===== src/rv_pkg.sv =====
package rv_pkg;

    ////////////////////
    // sizes
    localparam int XLEN      = 32;
    localparam int REG_COUNT = 32;
    localparam int REG_AW    = $clog2(REG_COUNT);
    localparam int MEM_BYTES = 32768;
    localparam int MEM_AW    = $clog2(MEM_BYTES);            // byte address bits
    localparam int LOAD_AW   = MEM_AW - 2;                   // word address bits

    localparam logic [XLEN-1:0] UART_TX_ADDR = 32'h0002_0020;

    ////////////////////
    // opcodes and function codes
    localparam logic [6:0] OPC_OP     = 7'b0110011;
    localparam logic [6:0] OPC_OP_IMM = 7'b0010011;
    localparam logic [6:0] OPC_LOAD   = 7'b0000011;
    localparam logic [6:0] OPC_STORE  = 7'b0100011;
    localparam logic [6:0] OPC_BRANCH = 7'b1100011;
    localparam logic [6:0] OPC_JAL    = 7'b1101111;
    localparam logic [6:0] OPC_JALR   = 7'b1100111;
    localparam logic [6:0] OPC_LUI    = 7'b0110111;
    localparam logic [6:0] OPC_AUIPC  = 7'b0010111;

    localparam logic [2:0] F3_ADD  = 3'b000;                 // add, sub, addi, jalr
    localparam logic [2:0] F3_SLL  = 3'b001;
    localparam logic [2:0] F3_SLT  = 3'b010;
    localparam logic [2:0] F3_SLTU = 3'b011;
    localparam logic [2:0] F3_XOR  = 3'b100;
    localparam logic [2:0] F3_SR   = 3'b101;                 // srl and sra
    localparam logic [2:0] F3_OR   = 3'b110;
    localparam logic [2:0] F3_AND  = 3'b111;

    localparam logic [2:0] F3_BEQ  = 3'b000;
    localparam logic [2:0] F3_BNE  = 3'b001;
    localparam logic [2:0] F3_BLT  = 3'b100;
    localparam logic [2:0] F3_BGE  = 3'b101;
    localparam logic [2:0] F3_BLTU = 3'b110;
    localparam logic [2:0] F3_BGEU = 3'b111;

    localparam logic [2:0] F3_MEM_B = 3'b000;                // sb
    localparam logic [2:0] F3_MEM_W = 3'b010;                // lw, sw

    localparam logic [6:0] F7_BASE = 7'b0000000;
    localparam logic [6:0] F7_ALT  = 7'b0100000;             // sub, sra, srai

    ////////////////////
    // types
    typedef enum logic [3:0] {
        ALU_ADD, ALU_SUB, ALU_AND, ALU_OR, ALU_XOR, ALU_SLL, ALU_SRL, ALU_SRA,
        ALU_SLT, ALU_SLTU, ALU_PASS_B, ALU_LINK
    } alu_op_e;

    typedef enum logic [3:0] {
        BR_NONE, BR_BEQ, BR_BNE, BR_BLT, BR_BGE, BR_BLTU, BR_BGEU, BR_JAL, BR_JALR
    } branch_op_e;

    typedef struct packed {
        logic [REG_AW-1:0] rd;
        logic [REG_AW-1:0] rs1;
        logic [REG_AW-1:0] rs2;
        alu_op_e           alu_op;
        branch_op_e        branch_op;
        logic              op_b_imm;
        logic              op_a_pc;
        logic              reg_write;
        logic              is_load;
        logic              is_store_word;
        logic              is_store_byte;
        logic [XLEN-1:0]   imm;
    } decoded_t;

    typedef struct packed {
        logic [XLEN-1:0] addr;
        logic [XLEN-1:0] wdata;
        logic [3:0]      strb;
        logic            load;
    } mem_req_t;

    typedef struct packed {
        logic               en;
        logic [LOAD_AW-1:0] addr;
        logic [XLEN-1:0]    data;
        logic [1:0]         pad;
    } load_port_t;

    typedef struct packed {
        logic       en;
        logic [7:0] data;
    } uart_tx_t;

endpackage

===== src/rv_lsu.sv =====
`timescale 1ns/1ps

module rv_lsu (
    input  logic                    reset,
    input  rv_pkg::decoded_t        i_dec,
    input  logic [rv_pkg::XLEN-1:0] i_addr,
    input  logic [rv_pkg::XLEN-1:0] i_rs2_data,
    input  logic [rv_pkg::XLEN-1:0] i_alu_result,
    input  logic [rv_pkg::XLEN-1:0] i_load_data,
    output rv_pkg::mem_req_t        o_req,
    output logic [rv_pkg::XLEN-1:0] o_wb_data,
    output rv_pkg::uart_tx_t        o_uart
);
    import rv_pkg::*;

    logic is_uart;

    assign is_uart = i_dec.is_store_byte && (i_addr == UART_TX_ADDR);

    always_comb begin
        o_req       = '0;
        o_req.load  = i_dec.is_load;
        o_req.addr  = {i_addr[XLEN-1:2], 2'b00};             // word aligned
        o_req.wdata = i_rs2_data;
        if (i_dec.is_store_word) begin
            o_req.strb = 4'b1111;
        end else if (i_dec.is_store_byte && !is_uart) begin
            o_req.addr  = i_addr;
            o_req.wdata = {4{i_rs2_data[7:0]}};              // byte on every lane
            o_req.strb  = 4'b0001 << i_addr[1:0];
        end
    end

    assign o_wb_data   = i_dec.is_load ? i_load_data : i_alu_result;

    assign o_uart.en   = is_uart && !reset;
    assign o_uart.data = i_rs2_data[7:0];

endmodule


===== config.mk =====
export PLATFORM = sky130hd
export DESIGN_NAME = rv_lsu
export DESIGN_NICKNAME = d
export VERILOG_FILES = /design/src/rv_pkg.sv /design/src/rv_lsu.sv
export SDC_FILE = /design/constraint.sdc
export NUM_CORES = 1
export LEC_CHECK = 0
export ABC_AREA = 1
export BUFFER_PORTS_ARGS = -buffer_cell sky130_fd_sc_hd__buf_4
export CORE_AREA = 3 3 114 116
export DETAILED_ROUTE_END_ITERATION = 7
export DIE_AREA = 0 0 117 119
export SYNTH_ARGS = -nofsm -noshare
export SYNTH_HDL_FRONTEND = slang
export SYNTH_SLANG_ARGS = --single-unit

===== constraint.sdc =====
create_clock -name vclk -period 0.9
set_input_delay 0.09 -clock vclk [all_inputs]
set_output_delay 0.09 -clock vclk [all_outputs]
set_load 0.02 [all_outputs]

==> metrics.md <==
| Metric | Value |
|---|---|
| I/O Buffers | `242` |
| Crit-path cells | `buf_6 -> nor2_2 -> and2_4 -> nand2_2 -> nor2_2 -> buf_6 -> nand2_8 -> nand3_4 -> clkbuf_16 -> buf_12 -> nor2_2 -> buf_6` |
| Antenna violations before repair | `0` |
| Core area | `12000 um2` |
| Period utilization | `1.59` |
| Hold crit path type | `primary input to output pin` |
| Leak | `2.18 nW` |
| Net count after synthesis | `404` |
| Final Hold Fails | `0` |
| Post-synthesis cell count | `214` |
| First-pass GRT wire length | `10.6 mm` |
| Gr usage total | `0.0920` |
| CP top delay family | `simple AND/OR/NAND/NOR gates` |
| Final net count | `621` |
| Site Rows | `40` |
| Syn Area/Cell | `6.12 um2` |
| RSZ-0062 raised after global routing | `true` |
| Max-slew headroom | `0.827` |
| Drt pass-1 iters | `2` |
| Starting Density | `0.109` |
| Yosys warns | `0` |
| Drt wl/cell | `13.4 um` |
| Syn-to-layout area delta | `201%` |
| Layout Cells excl Fill | `576` |
| Share of cells above drive strength 1 | `0.860` |
| Commonest non-fill, non-tap cells in the layout | `buf_4, buf_6, mux2_4, nand2_1, nand2_2` |
| Grt total ovfl | `0` |
| Initial DRC count | `25` |
| Vias per inst | `3.72` |
| Met3 Wirelength | `813 um` |
| CTS Hold Bufs | `0` |
| Cells on Worst Hold Path | `2` |
| Share of the yosys chip area belonging to registers | `0` |
| DRC Markers | `0` |
| Routed Antenna Nets | `0` |
| Top cells by area, synth | `buf_4, mux2_2, nand2_1` |
| Commonest non-fill, non-tap cell in the layout | `buf_4` |
| Number of distinct library cells after synthesis | `17` |
| Post-route worst setup slack | `-532 ps` |
| Die width | `117 um` |
| CP Capture Type | `output pin` |
| Worst Max-Slew Pin Slew | `260 ps` |
| CP Launch Type | `primary input` |
| Slew Viols, Final | `0` |
| Endpoints failing setup | `31` |
| Status | `complete, but fails checks` |
| Max Cap Viol | `0` |
| DP HPWL | `6.22 mm` |
| Clock Buffer Count | `0` |
| Worst path required time | `810 ps` |
| Seq cells | `0` |
| FILL cells | `1238` |
| Min-delay src | `i_addr[24]` |
| Failing checks | `negative setup slack` |
| Synth top area share | `0.270` |
| Largest net degree at the start of global routing | `15` |
| Worst VDD drop | `0.000297 V` |
| Total I/O pin count | `300` |
| Routability cong. | `0.802` |
| Tmin final | `1430 ps` |
| Buf+Inv Stages, Crit Path | `5` |
| Routed via count | `2142` |
| N_diodes | `0` |
| Register Area | `0 um2` |
| Hold path endpoint | `o_req[61]` |
| Placed inst area | `3150 um2` |
| Post-Syn Area | `1310 um2` |
| Finished Cell Area | `3930 um2` |
| Crit path max fanout | `6` |
| FMAX | `698 MHz` |
| Die Height | `119 um` |
| DR top layer | `met4` |
| Met1 WL | `2.35 mm` |
| Vias in the first global route | `2238` |
| Synth area leader | `buf_4` |
| Routed WL | `7.71 mm` |
| Die ar. | `13900 um2` |
| CP arrival | `1340 ps` |
| Critical path class | `primary input to output pin` |
| Detail Route met2 WL | `4.51 mm` |
| CP max stage delay | `180 ps` |
| Crit path max-delay cell type | `clkbuf_16` |
| Inst Count DP | `566` |
| PwrDens | `599 nW/um2` |
## synthesized netlist by cell type
cell type	n
nand2_2	1
nand4_1	8
o21ai_0	4
nor3b_2	1
clkbuf_1	2
nand3_4	1
and2_1	1
nand2_1	70
mux2_2	30
inv_2	2
buf_6	3
nor2_1	13
buf_2	3
mux2_1	2
clkbuf_8	1
inv_1	25
buf_4	47
## timing repair
action	in CTS	in global routing
resized for setup	120	54
endpoints found under the setup margin	63	44
gates cloned	3	2
buffers inserted	4	1
pin swaps	5	12
## cells by family (layout without fill, tap and decap cells)
| group | count (synthesis) | after routing | share of synthesized area |
|---|---|---|---|
| compound gates | 4 | 4 | 0.0153 |
| buf+inv | 83 | 298 | 0.401 |
| mux | 32 | 32 | 0.275 |
| simple gates | 95 | 95 | 0.309 |
## power breakdown
part	switching [mW]	internal (mW)	total, mW	leakage [nW]
sequential	0	0	0	0
combinational	1.03	1.32	2.36	2.18
clock	0	0	0	0
total	1.03	1.32	2.36	2.18
## area by class of cell
class	count	area, um2	area share
Timing Repair Buffer	271	2480	0.631
Multi-Input combinational cell	131	1160	0.295
Tap cell	147	184	0.0468
Inverter	27	106	0.0270
## layer usage
layer / track usage / vias up
li1: - / 1046
met4: 0.00358 / 0
met3: 0.0203 / 2
met5: 0 / -
met1: 0.0875 / 949
met2: 0.200 / 145
## worst max path at each step
stage	cells past startpoint	slack (ps)	from	to
final	12	-530	i_addr[29]	o_req[38]
after global routing	13	-660	i_addr[27]	o_req[15]
after CTS	12	-520	i_addr[31]	o_req[34]
after detailed placement	12	-750	i_addr[2]	o_req[34]
after floorplan	7	-150	i_addr[31]	o_uart[8]
after global placement	11	-720	i_addr[2]	o_req[26]
## stage by stage
| stage | util | power, mW | hold WS, ps | TNS [ps] | worst slack, ps |
|---|---|---|---|---|---|
| 2_1_floorplan | - | 0.960 | 216 | -3560 | -147 |
| 3_3_place_gp | 0.262 | 1.89 | 390 | -22490 | -715 |
| 3_5_place_dp | 0.262 | 1.90 | 390 | -23240 | -747 |
| 4_1_cts | 0.307 | 2.24 | 372 | -14700 | -520 |
| 5_1_grt | 0.328 | 2.49 | 386 | -19050 | -656 |
| 6_report | 0.328 | 2.36 | 380 | -14920 | -532 |
Power figures use the tool's default switching activity.
