$ cat src/rv_pkg.sv
package rv_pkg;

    ////////////////////
    // sizes
    localparam int XLEN      = 32;
    localparam int REG_COUNT = 32;
    localparam int REG_AW    = $clog2(REG_COUNT);
    localparam int MEM_BYTES = 32768;
    localparam int MEM_AW    = $clog2(MEM_BYTES);            // byte address bits
    localparam int LOAD_AW   = MEM_AW - 2;                   // word address bits

    localparam logic [XLEN-1:0] UART_TX_ADDR = 32'h0002_0020;

    ////////////////////
    // opcodes and function codes
    localparam logic [6:0] OPC_OP     = 7'b0110011;
    localparam logic [6:0] OPC_OP_IMM = 7'b0010011;
    localparam logic [6:0] OPC_LOAD   = 7'b0000011;
    localparam logic [6:0] OPC_STORE  = 7'b0100011;
    localparam logic [6:0] OPC_BRANCH = 7'b1100011;
    localparam logic [6:0] OPC_JAL    = 7'b1101111;
    localparam logic [6:0] OPC_JALR   = 7'b1100111;
    localparam logic [6:0] OPC_LUI    = 7'b0110111;
    localparam logic [6:0] OPC_AUIPC  = 7'b0010111;

    localparam logic [2:0] F3_ADD  = 3'b000;                 // add, sub, addi, jalr
    localparam logic [2:0] F3_SLL  = 3'b001;
    localparam logic [2:0] F3_SLT  = 3'b010;
    localparam logic [2:0] F3_SLTU = 3'b011;
    localparam logic [2:0] F3_XOR  = 3'b100;
    localparam logic [2:0] F3_SR   = 3'b101;                 // srl and sra
    localparam logic [2:0] F3_OR   = 3'b110;
    localparam logic [2:0] F3_AND  = 3'b111;

    localparam logic [2:0] F3_BEQ  = 3'b000;
    localparam logic [2:0] F3_BNE  = 3'b001;
    localparam logic [2:0] F3_BLT  = 3'b100;
    localparam logic [2:0] F3_BGE  = 3'b101;
    localparam logic [2:0] F3_BLTU = 3'b110;
    localparam logic [2:0] F3_BGEU = 3'b111;

    localparam logic [2:0] F3_MEM_B = 3'b000;                // sb
    localparam logic [2:0] F3_MEM_W = 3'b010;                // lw, sw

    localparam logic [6:0] F7_BASE = 7'b0000000;
    localparam logic [6:0] F7_ALT  = 7'b0100000;             // sub, sra, srai

    ////////////////////
    // types
    typedef enum logic [3:0] {
        ALU_ADD, ALU_SUB, ALU_AND, ALU_OR, ALU_XOR, ALU_SLL, ALU_SRL, ALU_SRA,
        ALU_SLT, ALU_SLTU, ALU_PASS_B, ALU_LINK
    } alu_op_e;

    typedef enum logic [3:0] {
        BR_NONE, BR_BEQ, BR_BNE, BR_BLT, BR_BGE, BR_BLTU, BR_BGEU, BR_JAL, BR_JALR
    } branch_op_e;

    typedef struct packed {
        logic [REG_AW-1:0] rd;
        logic [REG_AW-1:0] rs1;
        logic [REG_AW-1:0] rs2;
        alu_op_e           alu_op;
        branch_op_e        branch_op;
        logic              op_b_imm;
        logic              op_a_pc;
        logic              reg_write;
        logic              is_load;
        logic              is_store_word;
        logic              is_store_byte;
        logic [XLEN-1:0]   imm;
    } decoded_t;

    typedef struct packed {
        logic [XLEN-1:0] addr;
        logic [XLEN-1:0] wdata;
        logic [3:0]      strb;
        logic            load;
    } mem_req_t;

    typedef struct packed {
        logic               en;
        logic [LOAD_AW-1:0] addr;
        logic [XLEN-1:0]    data;
        logic [1:0]         pad;
    } load_port_t;

    typedef struct packed {
        logic       en;
        logic [7:0] data;
    } uart_tx_t;

endpackage
$ cat src/rv_regfile.sv
`timescale 1ns/1ps

module rv_regfile (
    input  logic                    clk,
    input  logic                    reset,
    input  rv_pkg::decoded_t        i_dec,
    input  logic [rv_pkg::XLEN-1:0] i_wb_data,
    output logic [rv_pkg::XLEN-1:0] o_rs1_data,
    output logic [rv_pkg::XLEN-1:0] o_rs2_data
);
    import rv_pkg::*;

    logic [XLEN-1:0] regs [1:REG_COUNT-1];                  // x0 has no storage

    always_ff @(posedge clk) begin
        if (reset) begin
            for (int i = 1; i < REG_COUNT; i++) begin
                regs[i] <= '0;
            end
        end else if (i_dec.reg_write && i_dec.rd != '0) begin
            regs[i_dec.rd] <= i_wb_data;
        end
    end

    assign o_rs1_data = (i_dec.rs1 == '0) ? '0 : regs[i_dec.rs1];
    assign o_rs2_data = (i_dec.rs2 == '0) ? '0 : regs[i_dec.rs2];

endmodule

$ cat config.mk
export PLATFORM = sky130hd
export DESIGN_NAME = rv_regfile
export DESIGN_NICKNAME = d
export VERILOG_FILES = /design/src/rv_pkg.sv /design/src/rv_regfile.sv
export SDC_FILE = /design/constraint.sdc
export NUM_CORES = 2
export LEC_CHECK = 0
export BUFFER_PORTS_ARGS = -buffer_cell sky130_fd_sc_hd__buf_2
export CORE_ASPECT_RATIO = 1.4
export CORE_UTILIZATION = 63
export DETAILED_ROUTE_END_ITERATION = 8
export GPL_ROUTABILITY_DRIVEN = 0
export HOLD_SLACK_MARGIN = 0.12
export PLACE_DENSITY = 0.8
export SLEW_MARGIN = 20
export SYNTH_ARGS = -nofsm -noshare
export SYNTH_HDL_FRONTEND = slang
export SYNTH_SLANG_ARGS = --single-unit
$ cat constraint.sdc
create_clock -name clk -period 2.3 [get_ports clk]
set_clock_uncertainty 0.15 [all_clocks]
set_input_delay 0.115 -clock clk [delete_from_list [all_inputs] [get_ports clk]]
set_output_delay 0.115 -clock clk [all_outputs]
set_load 0.1 [all_outputs]
==> out/metrics.cfg <==
[timing]
hold_ws_ns=0.2929
setup_viol_count_final=64
layout_worst_path_cycle_share_pct=124.6
max_freq_mhz=349.1
min_period_ns=2.865
worstMarginPinSlew_ns=0.8569
hold_viol_final=0
finalMaxSlewViolations=0
setup_tns_ns=-26.51
worst_slew_margin_rel_pct=42.66
grt_setup_unrepaired=true
layout_setup_ws_ns=-0.5647

[synthesis]
synthesis.area_per_instance_um2=14.51
netlist_area_um2=54630
yosys_warnings=0
asyncSetResetFlopFracSynth_pct=0
synth.lib_cells_used.distinct=44
synth.cells.most_frequent=1024 x sky130_fd_sc_hd__edfxtp_1, 995 x sky130_fd_sc_hd__and2_1, 356 x sky130_fd_sc_hd__mux4_2
yosys_register_bits=1024
synth_enable_flop_cells=1024
synth.largest_area_cell=sky130_fd_sc_hd__edfxtp_1
synth_flop_cell=sky130_fd_sc_hd__edfxtp_1
post-synth-top-count-cell=sky130_fd_sc_hd__edfxtp_1
synth_seq_area_share_pct=56.29
syn-instance-count=3765
ys_top_cells_by_area=sky130_fd_sc_hd__edfxtp_1 56%, sky130_fd_sc_hd__mux4_2 15%, sky130_fd_sc_hd__and2_1 11%, sky130_fd_sc_hd__mux2i_1 5.9%, sky130_fd_sc_hd__clkbuf_1 2.1%
synth_largest_type_area_fraction_pct=56.29

[cts]
clock_tree.root_cell=sky130_fd_sc_hd__clkbuf_16
clkSlewWorstSetupHoldPaths_ns=0.06
tritoncts=yes
clockBufferDepth=3
cts_inserted_buffers=96
clock_sinks=1024
htree_levels=3

[die]
fp.dieArea_um2=87910
die_h_um=350.4
floorplan.core_area_um2=85810
pin_count=159
row_count=127
die_w_um=250.9
initial_utilization_pct=63.67

[global_routing]
largest_net_degree_at_the_start_of_global_routing=51
antenna_found_initial=3
overflow_after_grt=0
grt_pass1_vias=40631
grt_util_all_layers_pct=43.15
grt_pass1_wl_um=269800

[final_layout]
regMostFlops=regs
final_core_util_pct=78.29
layout_top_registers=regs: 1024 flops
drive_above_1_share_pct=35.26
syn_to_final_growth_pct=22.96
stdcell_area_um2=67180
final_net_count=4174
flip_flop_count_of_the_largest_register_after_layout=1024
final_cell_count_no_fill=5249

[power]
max-vdd-ir-drop_uv=753.0
total_leakage_power_nw=24.29
total_power_after_layout_mw=47.68
power_density_nw_per_um2=709.7

[worst_setup_path]
critical_path_class=flip-flop to primary output
critical_path.startpoint_type=flip-flop
setup.worst_path.start=regs[19][28]$_SDFFCE_PN0P_
critical_path_required_ns=2.04
crit_fanout=2
nature_of_the_critical_path_endpoint=primary output
critical_path.endpoint=o_rs2_data[28]
critical_path_arrival_ns=2.60

[route]
dr_total_vias=39652
drt_iter0_drc=6052
totalWireLength_um=189300
wl_per_cell_um=36.06
drc=0
drt-pass1-iter-count=6
avgViaCountPerCell=7.554
ant_nets=0

[job]
max-cap-violations=0

[hold_path]
hold_path_startpoint=i_dec[60]
hold_class=input port to flip-flop

[outcome]
failing_checks=negative setup slack
run_status=complete, but fails checks

[placement]
detailedPlacementHpwl_um=119300
postPlaceCellArea_um2=61520
port_buffers=113
dp_worst_setup_slack_ns=-0.6117
cell_count_after_placement=5021

-- kinds of logic after synthesis --
| family | after synthesis | synth area share [%] |
|---|---|---|
| buf+inv | 408 | 3.339 |
| compound gates | 407 | 5.391 |
| simple gates | 1213 | 13.70 |
| mux | 712 | 21.28 |
| flops | 1024 | 56.29 |
| other cells | 1 | 0.006864 |
-- worst max-delay path, cell delays in order (launching register included) --
cell and delay [ns]:
sky130_fd_sc_hd__edfxtp_1 0.41, sky130_fd_sc_hd__mux4_2 0.59, sky130_fd_sc_hd__a2111oi_4 0.50, sky130_fd_sc_hd__buf_4 0.20
sky130_fd_sc_hd__nor3_4 0.04, sky130_fd_sc_hd__buf_12 0.16
-- cell usage in the layout, fill, tap and decap left out, types with 12 or more instances in the layout --
master and n:
sky130_fd_sc_hd__a2111oi_2 13, sky130_fd_sc_hd__a2111oi_4 42, sky130_fd_sc_hd__a211oi_2 37, sky130_fd_sc_hd__a21oi_1 25, sky130_fd_sc_hd__a21oi_2 30, sky130_fd_sc_hd__a22o_1 26
sky130_fd_sc_hd__a22o_4 25, sky130_fd_sc_hd__a22oi_1 86, sky130_fd_sc_hd__a22oi_2 18, sky130_fd_sc_hd__and2_1 993, sky130_fd_sc_hd__buf_12 164, sky130_fd_sc_hd__buf_2 43
sky130_fd_sc_hd__buf_4 337, sky130_fd_sc_hd__buf_6 13, sky130_fd_sc_hd__bufinv_16 15, sky130_fd_sc_hd__clkbuf_1 22, sky130_fd_sc_hd__clkbuf_16 98, sky130_fd_sc_hd__clkinv_1 18
sky130_fd_sc_hd__clkinv_2 12, sky130_fd_sc_hd__conb_1 32, sky130_fd_sc_hd__dlygate4sd3_1 32, sky130_fd_sc_hd__edfxtp_1 1024, sky130_fd_sc_hd__mux2_4 30, sky130_fd_sc_hd__mux2i_1 319
sky130_fd_sc_hd__mux4_2 356, sky130_fd_sc_hd__nor2_2 25, sky130_fd_sc_hd__nor2b_1 39, sky130_fd_sc_hd__nor2b_4 14, sky130_fd_sc_hd__nor3_4 26, sky130_fd_sc_hd__nor4_4 33
sky130_fd_sc_hd__o21ai_4 22, sky130_fd_sc_hd__o22ai_1 33, sky130_fd_sc_hd__o22ai_2 17, sky130_fd_sc_hd__or2_2 32
-- how the worst min path moves through the flow --
stage	end	slack [ns]	cells past startpoint
2_1_floorplan	regs[0][0]$_DFFE_PP_	0.06	0
3_3_place_gp	regs[0][0]$_DFFE_PP_	0.45	1
3_5_place_dp	regs[0][0]$_DFFE_PP_	0.46	1
4_1_cts	regs[16][4]$_SDFFCE_PN0P_	0.25	5
5_1_grt	regs[16][7]$_SDFFCE_PN0P_	0.31	5
6_report	regs[16][0]$_SDFFCE_PN0P_	0.29	5
-- routing by layer --
layer	vias up	global-route usage, %	wire [µm]
li1	15019	-	-
met1	19546	50.52	58190
met2	3888	69.00	89000
met3	1193	12.16	26470
met4	6	30.66	15520
met5	-	0.3846	73
-- power by group --
group | internal, mW | switching [mW] | total, mW
Clock | 9.47 | 7.10 | 16.6
Combinational | 3.70 | 5.19 | 8.89
Sequential | 21.6 | 0.645 | 22.2
-- final cells by class --
type / count / area [µm²]
fillers: 4499 / 18630
well taps: 1096 / 1371
clock buffers: 120 / 2535
repair buffers: 592 / 6540
inverters: 1 / 3.754
clock inverters: 51 / 636.9
flip-flops and latches: 1024 / 30750
diodes: 1 / 2.502
multi-input cells: 2364 / 25340
-- what timing repair did --
action,4_1_cts,5_1_grt
hold endpoints to repair,1024,0
buffers inserted,34,9
hold buffers,32,0
resized for setup,339,42
endpoints found under the setup margin,64,64
pin swaps,133,23
Power figures use the tool's default switching activity.
