File: src/rv_pkg.sv
package rv_pkg;

    ////////////////////
    // sizes
    localparam int XLEN      = 32;
    localparam int REG_COUNT = 32;
    localparam int REG_AW    = $clog2(REG_COUNT);
    localparam int MEM_BYTES = 32768;
    localparam int MEM_AW    = $clog2(MEM_BYTES);            // byte address bits
    localparam int LOAD_AW   = MEM_AW - 2;                   // word address bits

    localparam logic [XLEN-1:0] UART_TX_ADDR = 32'h0002_0020;

    ////////////////////
    // opcodes and function codes
    localparam logic [6:0] OPC_OP     = 7'b0110011;
    localparam logic [6:0] OPC_OP_IMM = 7'b0010011;
    localparam logic [6:0] OPC_LOAD   = 7'b0000011;
    localparam logic [6:0] OPC_STORE  = 7'b0100011;
    localparam logic [6:0] OPC_BRANCH = 7'b1100011;
    localparam logic [6:0] OPC_JAL    = 7'b1101111;
    localparam logic [6:0] OPC_JALR   = 7'b1100111;
    localparam logic [6:0] OPC_LUI    = 7'b0110111;
    localparam logic [6:0] OPC_AUIPC  = 7'b0010111;

    localparam logic [2:0] F3_ADD  = 3'b000;                 // add, sub, addi, jalr
    localparam logic [2:0] F3_SLL  = 3'b001;
    localparam logic [2:0] F3_SLT  = 3'b010;
    localparam logic [2:0] F3_SLTU = 3'b011;
    localparam logic [2:0] F3_XOR  = 3'b100;
    localparam logic [2:0] F3_SR   = 3'b101;                 // srl and sra
    localparam logic [2:0] F3_OR   = 3'b110;
    localparam logic [2:0] F3_AND  = 3'b111;

    localparam logic [2:0] F3_BEQ  = 3'b000;
    localparam logic [2:0] F3_BNE  = 3'b001;
    localparam logic [2:0] F3_BLT  = 3'b100;
    localparam logic [2:0] F3_BGE  = 3'b101;
    localparam logic [2:0] F3_BLTU = 3'b110;
    localparam logic [2:0] F3_BGEU = 3'b111;

    localparam logic [2:0] F3_MEM_B = 3'b000;                // sb
    localparam logic [2:0] F3_MEM_W = 3'b010;                // lw, sw

    localparam logic [6:0] F7_BASE = 7'b0000000;
    localparam logic [6:0] F7_ALT  = 7'b0100000;             // sub, sra, srai

    ////////////////////
    // types
    typedef enum logic [3:0] {
        ALU_ADD, ALU_SUB, ALU_AND, ALU_OR, ALU_XOR, ALU_SLL, ALU_SRL, ALU_SRA,
        ALU_SLT, ALU_SLTU, ALU_PASS_B, ALU_LINK
    } alu_op_e;

    typedef enum logic [3:0] {
        BR_NONE, BR_BEQ, BR_BNE, BR_BLT, BR_BGE, BR_BLTU, BR_BGEU, BR_JAL, BR_JALR
    } branch_op_e;

    typedef struct packed {
        logic [REG_AW-1:0] rd;
        logic [REG_AW-1:0] rs1;
        logic [REG_AW-1:0] rs2;
        alu_op_e           alu_op;
        branch_op_e        branch_op;
        logic              op_b_imm;
        logic              op_a_pc;
        logic              reg_write;
        logic              is_load;
        logic              is_store_word;
        logic              is_store_byte;
        logic [XLEN-1:0]   imm;
    } decoded_t;

    typedef struct packed {
        logic [XLEN-1:0] addr;
        logic [XLEN-1:0] wdata;
        logic [3:0]      strb;
        logic            load;
    } mem_req_t;

    typedef struct packed {
        logic               en;
        logic [LOAD_AW-1:0] addr;
        logic [XLEN-1:0]    data;
        logic [1:0]         pad;
    } load_port_t;

    typedef struct packed {
        logic       en;
        logic [7:0] data;
    } uart_tx_t;

endpackage
File: src/rv_branch_unit.sv
`timescale 1ns/1ps

module rv_branch_unit (
    input  logic                    clk,
    input  logic                    reset,
    input  rv_pkg::decoded_t        i_dec,
    input  logic [rv_pkg::XLEN-1:0] i_rs1_data,
    input  logic [rv_pkg::XLEN-1:0] i_rs2_data,
    output logic [rv_pkg::XLEN-1:0] o_pc
);
    import rv_pkg::*;

    logic [XLEN-1:0] pc;
    logic [XLEN-1:0] next_pc;
    logic [XLEN-1:0] pc_target;
    logic [XLEN-1:0] jalr_target;
    logic            take;

    assign pc_target   = pc + i_dec.imm;
    assign jalr_target = (i_rs1_data + i_dec.imm) & ~32'd1;

    always_comb begin
        case (i_dec.branch_op)
            BR_BEQ:  take = (i_rs1_data == i_rs2_data);
            BR_BNE:  take = (i_rs1_data != i_rs2_data);
            BR_BLT:  take = ($signed(i_rs1_data) <  $signed(i_rs2_data));
            BR_BGE:  take = ($signed(i_rs1_data) >= $signed(i_rs2_data));
            BR_BLTU: take = (i_rs1_data <  i_rs2_data);
            BR_BGEU: take = (i_rs1_data >= i_rs2_data);
            BR_JAL:  take = 1'b1;
            default: take = 1'b0;                            // none, jalr handled below
        endcase
    end

    assign next_pc = (i_dec.branch_op == BR_JALR) ? jalr_target :
                     take                         ? pc_target   : pc + 32'd4;

    always_ff @(posedge clk) begin
        if (reset) begin
            pc <= '0;
        end else begin
            pc <= next_pc;
        end
    end

    assign o_pc = pc;

endmodule

File: config.mk
export PLATFORM = sky130hd
export DESIGN_NAME = rv_branch_unit
export DESIGN_NICKNAME = d
export VERILOG_FILES = /design/src/rv_pkg.sv /design/src/rv_branch_unit.sv
export SDC_FILE = /design/constraint.sdc
export NUM_CORES = 1
export LEC_CHECK = 0
export BUFFER_PORTS_ARGS = -buffer_cell sky130_fd_sc_hd__buf_2
export CORE_ASPECT_RATIO = 0.5
export CORE_MARGIN = 5
export CORE_UTILIZATION = 60
export DETAILED_ROUTE_END_ITERATION = 8
export HOLD_SLACK_MARGIN = 0.02
export PLACE_DENSITY = 0.89
export SYNTH_ARGS = -nofsm -noshare
export SYNTH_HDL_FRONTEND = slang
export SYNTH_SLANG_ARGS = --single-unit
File: constraint.sdc
create_clock -name clk -period 6.7 [get_ports clk]
set_input_delay 1.005 -clock clk [delete_from_list [all_inputs] [get_ports clk]]
set_output_delay 1.005 -clock clk [all_outputs]
set_load 0.01 [all_outputs]
==> out/metrics.yaml, run 1 <==
status:
  status: "completed"
critical_path:
  arrival_ns: 4.55
  crit_fanout: 30
  worst_ep_required_time_ns: 6.88
  critPathLaunchType: "input pin"
  critPathKind: "input pin to register"
  path_cells: "buf_2, ha_1, a21oi_1, o21ai_1, a221oi_1, o21ai_0, or3_4, o311a_2, a21oi_4, a21oi_1, a2111oi_1"
  crit_path_top_delay_cell: "a21oi_4"
  crit_buf_inv: 1
  crit_top_cell: "a21oi_1"
  rrSetupSlack_ns: 3.41
  crit_path_max_incr_delay_ns: 0.78
  endpoint_kind: "register"
  crit_family: "compound AO/OA/AOI/OAI gates"
global_route:
  gr-usage-all-layers: 0.308
  grt_pass1_vias: 6317
  grt_max_degree: 31
  grt_pass1_wl_mm: 30.2
  grt_overflow_total: 0
  antenna_found_initial: 0
cells_and_area:
  drive_gt1_frac: 0.198
  fin_cells: 1041
  fillers: 821
  design_area_mm2: 0.00687
  final_util: 0.718
  multi_input_area_mm2: 0.00504
  fin_nets: 1128
  largest_reg_flops: 31
  regArea_um2: 641
  n_antenna_cell: 0
  area_growth_syn_to_layout_pct: 14.9
floorplanning:
  core_mm2: 0.00957
  die_width_um: 151
  rows: 25
  die-area_mm2: 0.0122
  die_h_um: 80.6
  num_io_pins: 159
  start_util: 0.624
timing:
  max_slew.worst_pin.slew_ns: 1.26
  skew_ns: 0.00562
  period_minus_slack_ns: 4.37
  max_slew_margin: 0.162
  rsz0062_at_grt: "false"
  max_freq_mhz: 229
  hold_ws_ns: 0.539
  setup_tns_ns: 0
  hold_viol: 0
  finalCritPeriodShare: 0.652
  report.final.slew_viol_count: 0
  setup_viol: 0
synth:
  synth_area_leaders: "ha_1, dfxtp_1, xnor2_1"
  ys.flop_type: "dfxtp_1"
  synth_edf_count: 0
  ys_async_sr_fraction: 0
  syn_nets: 1008
  avgSynthCellArea_um2: 7.61
  synth-seq-area-share: 0.107
  synthCells: 785
  synth.largest_area_cell: "ha_1"
  yosysWarnings: 0
  synth_top_area_share: 0.197
  ys_types: 80
  syn_area_mm2: 0.00598
  synth-seq-cells: 32
cts:
  ctsResizeCount: 0
  cts_setup_buffers: 0
  clkSinkCount: 32
  cts_root_buf: "clkbuf_16"
  htreeDepth: 2
  cts_tree: "yes"
  clk_transition_reported_paths_ns: 0.06
  ctsLongestPathBuffers: 2
  cts_buffers: 5
  clkLatencyLatePin_ns: 0.30
  cts_hold_buf: 0
placement:
  port_buffers: 133
  place_area_mm2: 0.00672
  dp_cells: 1033
  dpl.hpwl_mm: 15.1
  routabilityCongestion: 0.961
detailed_routing:
  ant_nets: 0
  first_pass_iters: 5
  num_vias: 6834
  drt_iter0_markers: 607
  wl_mm: 19.2
  avgViaCountPerCell: 6.56
  wl_per_cell_um: 18.5
  drc: 0
power:
  peakVddDrop_v: 0.0000959
  powerDensity_mw_per_mm2: 169
  power.leakage_uw: 0.00330
min_path:
  holdCritPathClass: "register to register"
run:
  maxCapViolCount: 0
-- synth_stat cells, types with 11 or more instances --
master and n:
nor2_1 31, dfxtp_1 32, xnor2_1 51, inv_1 47, and3_1 21, nand2_1 63
nor3_1 15, o21ai_0 33, clkbuf_1 14, nand3_1 36, nand4_1 36, a31oi_1 13
o311ai_1 11, o211ai_1 13, ha_1 94, a21o_1 31, xor2_1 27, a21oi_1 80
-- worst paths after layout --
path / start / to / depth (start not counted)
hold / removal: register / register / 2
setup / recovery: i_rs1_data[11] / o_pc[20]$_SDFF_PP0_ / 11
setup reg to reg: o_pc[8]$_SDFF_PP0_ / o_pc[31]$_SDFF_PP0_ / 10
hold reg to reg: register / register / 2
-- where the power goes --
part / total, uW / internal [uW] / switching, uW
combinational: 656 / 283 / 374
clock: 244 / 147 / 97.6
sequential: 263 / 218 / 45.5
total: 1160 / 647 / 517
-- cells by family after synthesis --
kind of cell | synth area share
AOI/OAI and AO/OA | 0.294
and+or+nand+nor | 0.227
adders and majority gates | 0.204
xor gates and xnor gates | 0.114
buffers and inverters | 0.0509
DFF | 0.107
muxes | 0.00335
-- stage by stage --
stage / power [uW] / setup WS, ns
6_report: 1160 / 2.33
5_1_grt: 1230 / 2.18
4_1_cts: 1140 / 2.37
3_5_place_dp: 900 / 2.10
3_3_place_gp: 874 / 2.16
2_1_floorplan: 721 / 3.21
-- layer usage --
| metal | up-vias | part of all wire | track usage |
|---|---|---|---|
| met2 | 380 | 0.45 | 0.506 |
| met1 | 3172 | 0.41 | 0.400 |
| met3 | 58 | 0.10 | 0.0581 |
| met5 | - | 0 | 0 |
| li1 | 3224 | - | - |
| met4 | 0 | 0.034 | 0.121 |
-- worst min-delay path, delay by kind of cell, from the launching register on --
kind | cells | cell delay, ns
AOI/OAI and AO/OA | 2 | 0.15
DFF | 1 | 0.34
-- placed cells by master (no fill, tap or decap), types with 4 or more instances in the layout --
cell type,instances
nand3_1,36
xnor2_1,51
xor2_1,27
dfxtp_1,32
nor2_1,30
and3_1,21
ha_1,94
and4_1,5
nand2b_1,4
o21a_1,8
o311ai_2,7
nand3b_1,4
clkbuf_16,5
inv_1,47
or2_2,6
a21o_1,31
a211oi_1,8
buf_2,133
a211o_1,4
nor3_1,15
a31oi_1,13
nor2b_1,6
o21ai_0,33
nand2_1,63
a21oi_1,79
o211ai_1,13
o311ai_1,11
a31o_2,4
nand4_1,36
-- final cells by class --
cell class | count | area share
Clock buffer | 6 | 0.0202
Clock inverter | 2 | 0.00146
Inverter | 47 | 0.0257
Multi-Input combinational cell | 683 | 0.735
Sequential cell | 32 | 0.0933
Tap cell | 135 | 0.0246
Timing Repair Buffer | 136 | 0.100
Power figures use the tool's default switching activity.
==> run 2: changes to the inputs <==
--- a/config.mk
+++ b/config.mk
@@ -8,10 +8,10 @@
 export BUFFER_PORTS_ARGS = -buffer_cell sky130_fd_sc_hd__buf_2
 export CORE_ASPECT_RATIO = 0.5
 export CORE_MARGIN = 5
-export CORE_UTILIZATION = 60
+export CORE_UTILIZATION = 55
 export DETAILED_ROUTE_END_ITERATION = 8
 export HOLD_SLACK_MARGIN = 0.02
-export PLACE_DENSITY = 0.89
+export PLACE_DENSITY = 0.83
 export SYNTH_ARGS = -nofsm -noshare
 export SYNTH_HDL_FRONTEND = slang
 export SYNTH_SLANG_ARGS = --single-unit
==> constraint.sdc (replaced) <==
create_clock -name clk -period 4.4 [get_ports clk]
set_input_delay 0.66 -clock clk [delete_from_list [all_inputs] [get_ports clk]]
set_output_delay 0.66 -clock clk [all_outputs]
set_load 0.01 [all_outputs]
==> out/metrics.yaml, run 2 (synthesis results as in run 1) <==
global_route:
  antenna_found_initial: 0  # unchanged
  grt_pass1_wl_mm: 30.2  # about the same
  grt_pass1_vias: 6360  # +0.68%
  grt_max_degree: 27  # -13%
  gr-usage-all-layers: 0.277  # -0.0307
  grt_overflow_total: 0  # unchanged
timing:
  period_minus_slack_ns: 3.58
  hold_viol: 0  # unchanged
  skew_ns: 0.00459  # -0.00104 ns
  rsz0062_at_grt: "false"
  finalCritPeriodShare: 0.814
  setup_tns_ns: 0  # unchanged
  setup_viol: 0  # unchanged
  max_slew_margin: 0.252  # +0.0900
  report.final.slew_viol_count: 0  # unchanged
  max_slew.worst_pin.slew_ns: 1.12  # -0.135 ns
  max_freq_mhz: 279
critical_path:
  reg2regPathDepth: 10  # unchanged
  critPathLaunchType: "input pin"
  critPathKind: "input pin to register"
  endpoint_kind: "register"
  crit_fanout: 11  # -63%
  arrival_ns: 3.77  # -0.78 ns
  cp-endpoint: "o_pc[3]$_SDFF_PP0_"
  worst_ep_required_time_ns: 4.59  # -2.29 ns
  setup.worst_path.start: "i_rs1_data[11]"
  r2r-end: "o_pc[30]$_SDFF_PP0_"
  rrSetupSlack_ns: 1.31  # -2.10 ns
  rr_startpoint: "o_pc[7]$_SDFF_PP0_"
detailed_routing:
  num_vias: 6731  # -1.5%
  drc: 0  # unchanged
  wl_mm: 18.9  # -1.4%
  drt_iter0_markers: 539  # -11%
  ant_nets: 0  # unchanged
  wl_per_cell_um: 18.0  # -2.4%
  avgViaCountPerCell: 6.40  # -2.4%
  first_pass_iters: 5  # unchanged
cells_and_area:
  fin_cells: 1051  # +0.96%
  final_common_cell: "buf_2"
  design_area_mm2: 0.00691  # +0.62%
  mostFrequentLayoutCells: "buf_2, ha_1, a21oi_1"
  n_antenna_cell: 0  # unchanged
  largest_reg_flops: 31  # unchanged
  area_growth_syn_to_layout_pct: 15.6
  drive_gt1_frac: 0.202  # +0.00440
  fin_nets: 1133  # +0.44%
floorplanning:
  die-area_mm2: 0.0132  # +8.2%
  num_io_pins: 159  # unchanged
  core_mm2: 0.0104  # +8.8%
  die_width_um: 157  # +4.2%
  start_util: 0.574  # -0.0503
  die_h_um: 83.7  # +3.9%
  rows: 26  # +4.0%
cts:
  htreeDepth: 2  # unchanged
  cts_root_buf: "clkbuf_16"
  clk_transition_reported_paths_ns: 0.06  # about the same
  cts_hold_buf: 0  # unchanged
  cts_tree: "yes"
  clkLatencyLatePin_ns: 0.29  # about the same
  ctsResizeCount: 0  # unchanged
  cts_buffers: 5  # unchanged
  clkSinkCount: 32  # unchanged
  cts_setup_buffers: 0  # unchanged
  ctsLongestPathBuffers: 2  # unchanged
status:
  status: "completed"
placement:
  dp_cells: 1043  # +0.97%
  dpl.hpwl_mm: 15.4  # +1.4%
  port_buffers: 133  # unchanged
  place_area_mm2: 0.00676  # +0.67%
  routabilityCongestion: 0.971  # +0.99%
power:
  peakVddDrop_v: 0.000147  # +53%
  power.leakage_uw: 0.00332  # +0.56%
  powerDensity_mw_per_mm2: 254  # +50%
run:
  maxCapViolCount: 0  # unchanged
min_path:
  holdPathStages: 2  # unchanged
  holdCritPathClass: "register to register"
[run 2: worst min-delay path by stage]
stage | end | slack, ns
floorplan | register | 0.51
global placement | register | 0.49
detailed placement | register | 0.51
CTS | register | 0.52
global route | register | 0.55
finish | register | 0.52
[run 2: area by class of cell]
| class | count | area, um^2 |
|---|---|---|
| fillers | 929 | 3500 |
| clock buffers | 8 | 146 |
| flip-flops and latches | 32 | 641 |
| inverters | 47 | 176 |
| multi-input cells | 683 | 5050 |
| well taps | 140 | 175 |
| repair buffers | 141 | 726 |
[run 2: metrics by stage]
step	worst slack, ns	power, uW	utilization	hold WS [ns]
2_1_floorplan	1.25	1100	-	0.514
3_3_place_gp	0.614	1340	0.650	0.490
3_5_place_dp	0.567	1370	0.650	0.512
4_1_cts	0.854	1740	0.664	0.521
5_1_grt	0.602	1880	0.664	0.546
6_report	0.818	1760	0.664	0.519
[run 2: layer usage]
layer	track usage	vias up	wire length (um)
met5	0	-	0
met4	0.126	0	754
met3	0.0435	69	1720
met2	0.435	318	8380
met1	0.373	3114	8080
li1	-	3230	-
[run 2: critical path, cell delays in order]
cell      delay (ns)
buf_2           0.11
ha_1            0.32
a21oi_1         0.14
o21ai_1         0.09
a221oi_1        0.43
o21ai_0         0.21
or3_4           0.37
o311a_2         0.42
a21oi_2         0.35
buf_4           0.27
nand3_2         0.09
a311oi_1        0.29
[run 2: where the power goes]
| part | total (uW) | leakage, uW | switching [uW] | internal [uW] |
|---|---|---|---|---|
| logic | 994 | 0.00299 | 558 | 436 |
| registers | 398 | 0.000263 | 66.0 | 332 |
| clock network | 367 | 0.0000712 | 140 | 226 |
| total | 1760 | 0.00332 | 764 | 994 |
==> run 3: changes to the inputs <==
--- a/config.mk
+++ b/config.mk
@@ -8,10 +8,10 @@
 export BUFFER_PORTS_ARGS = -buffer_cell sky130_fd_sc_hd__buf_2
 export CORE_ASPECT_RATIO = 0.5
 export CORE_MARGIN = 5
-export CORE_UTILIZATION = 55
+export CORE_UTILIZATION = 50
 export DETAILED_ROUTE_END_ITERATION = 8
 export HOLD_SLACK_MARGIN = 0.02
-export PLACE_DENSITY = 0.83
+export PLACE_DENSITY = 0.79
 export SYNTH_ARGS = -nofsm -noshare
 export SYNTH_HDL_FRONTEND = slang
 export SYNTH_SLANG_ARGS = --single-unit
==> constraint.sdc (replaced) <==
create_clock -name clk -period 3.1 [get_ports clk]
set_input_delay 0.465 -clock clk [delete_from_list [all_inputs] [get_ports clk]]
set_output_delay 0.465 -clock clk [all_outputs]
set_load 0.01 [all_outputs]
==> out/metrics.yaml, run 3 (synthesis results as in run 1) <==
status:
  status: "complete, but fails checks"
  violations: "negative setup slack"
detailed_routing:
  ant_nets: 0  # unchanged
  wl_mm: 22.0  # +16%
  wl_per_cell_um: 18.4  # +2.4%
  drt_iter0_markers: 665  # +23%
  num_vias: 7383  # +9.7%
  avgViaCountPerCell: 6.20  # -3.2%
  first_pass_iters: 8  # +3
  drc: 0  # unchanged
cells_and_area:
  fillers: 923  # -0.65%
  area_growth_syn_to_layout_pct: 35.7
  mostFrequentLayoutCells: "buf_2, buf_4, ha_1"
  drive_gt1_frac: 0.321  # +0.119
  design_area_mm2: 0.00811  # +17%
  n_antenna_cell: 0  # unchanged
  fin_cells: 1191  # +13%
  fin_nets: 1248  # +10%
  final_common_cell: "buf_2"
  largest_reg_flops: 31  # unchanged
power:
  powerDensity_mw_per_mm2: 353  # +39%
  power.leakage_uw: 0.00394  # +19%
  peakVddDrop_v: 0.000211  # +44%
global_route:
  grt_pass1_wl_mm: 33.8  # +12%
  gr-usage-all-layers: 0.288  # +0.0108
  grt_pass1_vias: 7173  # +13%
  antenna_found_initial: 1  # +1
  grt_max_degree: 18  # -33%
  grt_overflow_total: 0  # unchanged
timing:
  hold_viol: 0  # unchanged
  max_slew.worst_pin.slew_ns: 0.740  # -0.381 ns
  period_minus_slack_ns: 3.11
  worst_slack_ns: -0.0107  # -0.829 ns
  max_freq_mhz: 321
  hold_ws_ns: 0.496  # -0.0228 ns
  report.final.slew_viol_count: 0  # unchanged
  setup_viol: 1  # +1
  max_slew_margin: 0.505  # +0.253
  rsz0062_at_grt: "true"
  skew_ns: 0.00684  # +0.00225 ns
  finalCritPeriodShare: 1.00
critical_path:
  endpoint_kind: "register"
  worst_ep_required_time_ns: 3.27  # -1.32 ns
  arrival_ns: 3.28  # -0.49 ns
  crit_fanout: 4  # -7
  critPathKind: "input pin to register"
  critPathLaunchType: "input pin"
min_path:
  holdCritPathClass: "input pin to register"
cts:
  cts_buffers: 5  # unchanged
  clkLatencyLatePin_ns: 0.29  # about the same
  cts_tree: "yes"
  cts_root_buf: "clkbuf_16"
  ctsLongestPathBuffers: 2  # unchanged
  htreeDepth: 2  # unchanged
  clkSinkCount: 32  # unchanged
  clk_transition_reported_paths_ns: 0.06  # about the same
  cts_hold_buf: 0  # unchanged
placement:
  dp_cells: 1174  # +13%
  place_area_mm2: 0.00761  # +13%
  dpl.hpwl_mm: 17.1  # +11%
  routabilityCongestion: 0.969  # -0.21%
  port_buffers: 133  # unchanged
run:
  maxCapViolCount: 0  # unchanged
floorplanning:
  die-area_mm2: 0.0144  # +9.1%
  num_io_pins: 159  # unchanged
  start_util: 0.509  # -0.0649
  core_mm2: 0.0117  # +13%
  die_h_um: 87.3  # +4.3%
  rows: 28  # +7.7%
  die_width_um: 165  # +4.6%
## run 3: final timing paths
kind	start	to	slack (ns)	cells after the start
max	i_rs2_data[29]	o_pc[3]$_SDFF_PP0_	-0.01	13
min	reset	o_pc[20]$_SDFF_PP0_	0.50	2
max reg2reg	register	o_pc[30]$_SDFF_PP0_	0.10	11
min reg2reg	register	register	0.56	2
## run 3: per-layer routing
metal  up-vias  wire length (um)  global-route usage
li1       3468                 -                   -
met1      3385              8730               0.349
met5         -                13                   0
met4         2              1010               0.143
met3       100              2110              0.0643
met2       428             10100               0.487
## run 3: final cells by class
| class | instances | area, um^2 | area share |
|---|---|---|---|
| Timing Repair Buffer | 256 | 1660 | 0.204 |
| Clock buffer | 6 | 129 | 0.0159 |
| Multi-Input combinational cell | 683 | 5260 | 0.649 |
| Tap cell | 165 | 206 | 0.0255 |
| Clock inverter | 2 | 35.0 | 0.00432 |
| Sequential cell | 32 | 641 | 0.0790 |
| Inverter | 47 | 176 | 0.0218 |
## run 3: repair_timing
action,CTS,global route
setup endpoints to repair,3,32
setup buffers,7,2
pin swaps,9,5
gates resized for setup,5,34
## run 3: power breakdown
group / internal (uW) / switching, uW / total (uW)
Combinational: 806 / 926 / 1730
Sequential: 471 / 76.6 / 548
Clock: 379 / 207 / 586
Total: 1660 / 1210 / 2870
## run 3: through the flow
| stage | total power, uW | TNS (ns) | worst slack, ns | utilization |
|---|---|---|---|---|
| 2_1_floorplan | 1560 | 0 | 0.150 | - |
| 3_3_place_gp | 2090 | -4.91 | -0.233 | 0.649 |
| 3_5_place_dp | 2150 | -7.18 | -0.312 | 0.649 |
| 4_1_cts | 2760 | 0 | 0.000779 | 0.671 |
| 5_1_grt | 3020 | -0.0673 | -0.0290 | 0.691 |
| 6_report | 2870 | -0.0107 | -0.0107 | 0.691 |
## run 3: worst max-delay path: stages
cell	delay [ns]
buf_2	0.08
inv_1	0.04
ha_1	0.29
nand4_1	0.18
or4_4	0.59
or4_4	0.44
o21a_1	0.13
a21oi_2	0.13
o311a_4	0.23
a21o_4	0.17
buf_4	0.14
o21ai_0	0.07
a311oi_1	0.32
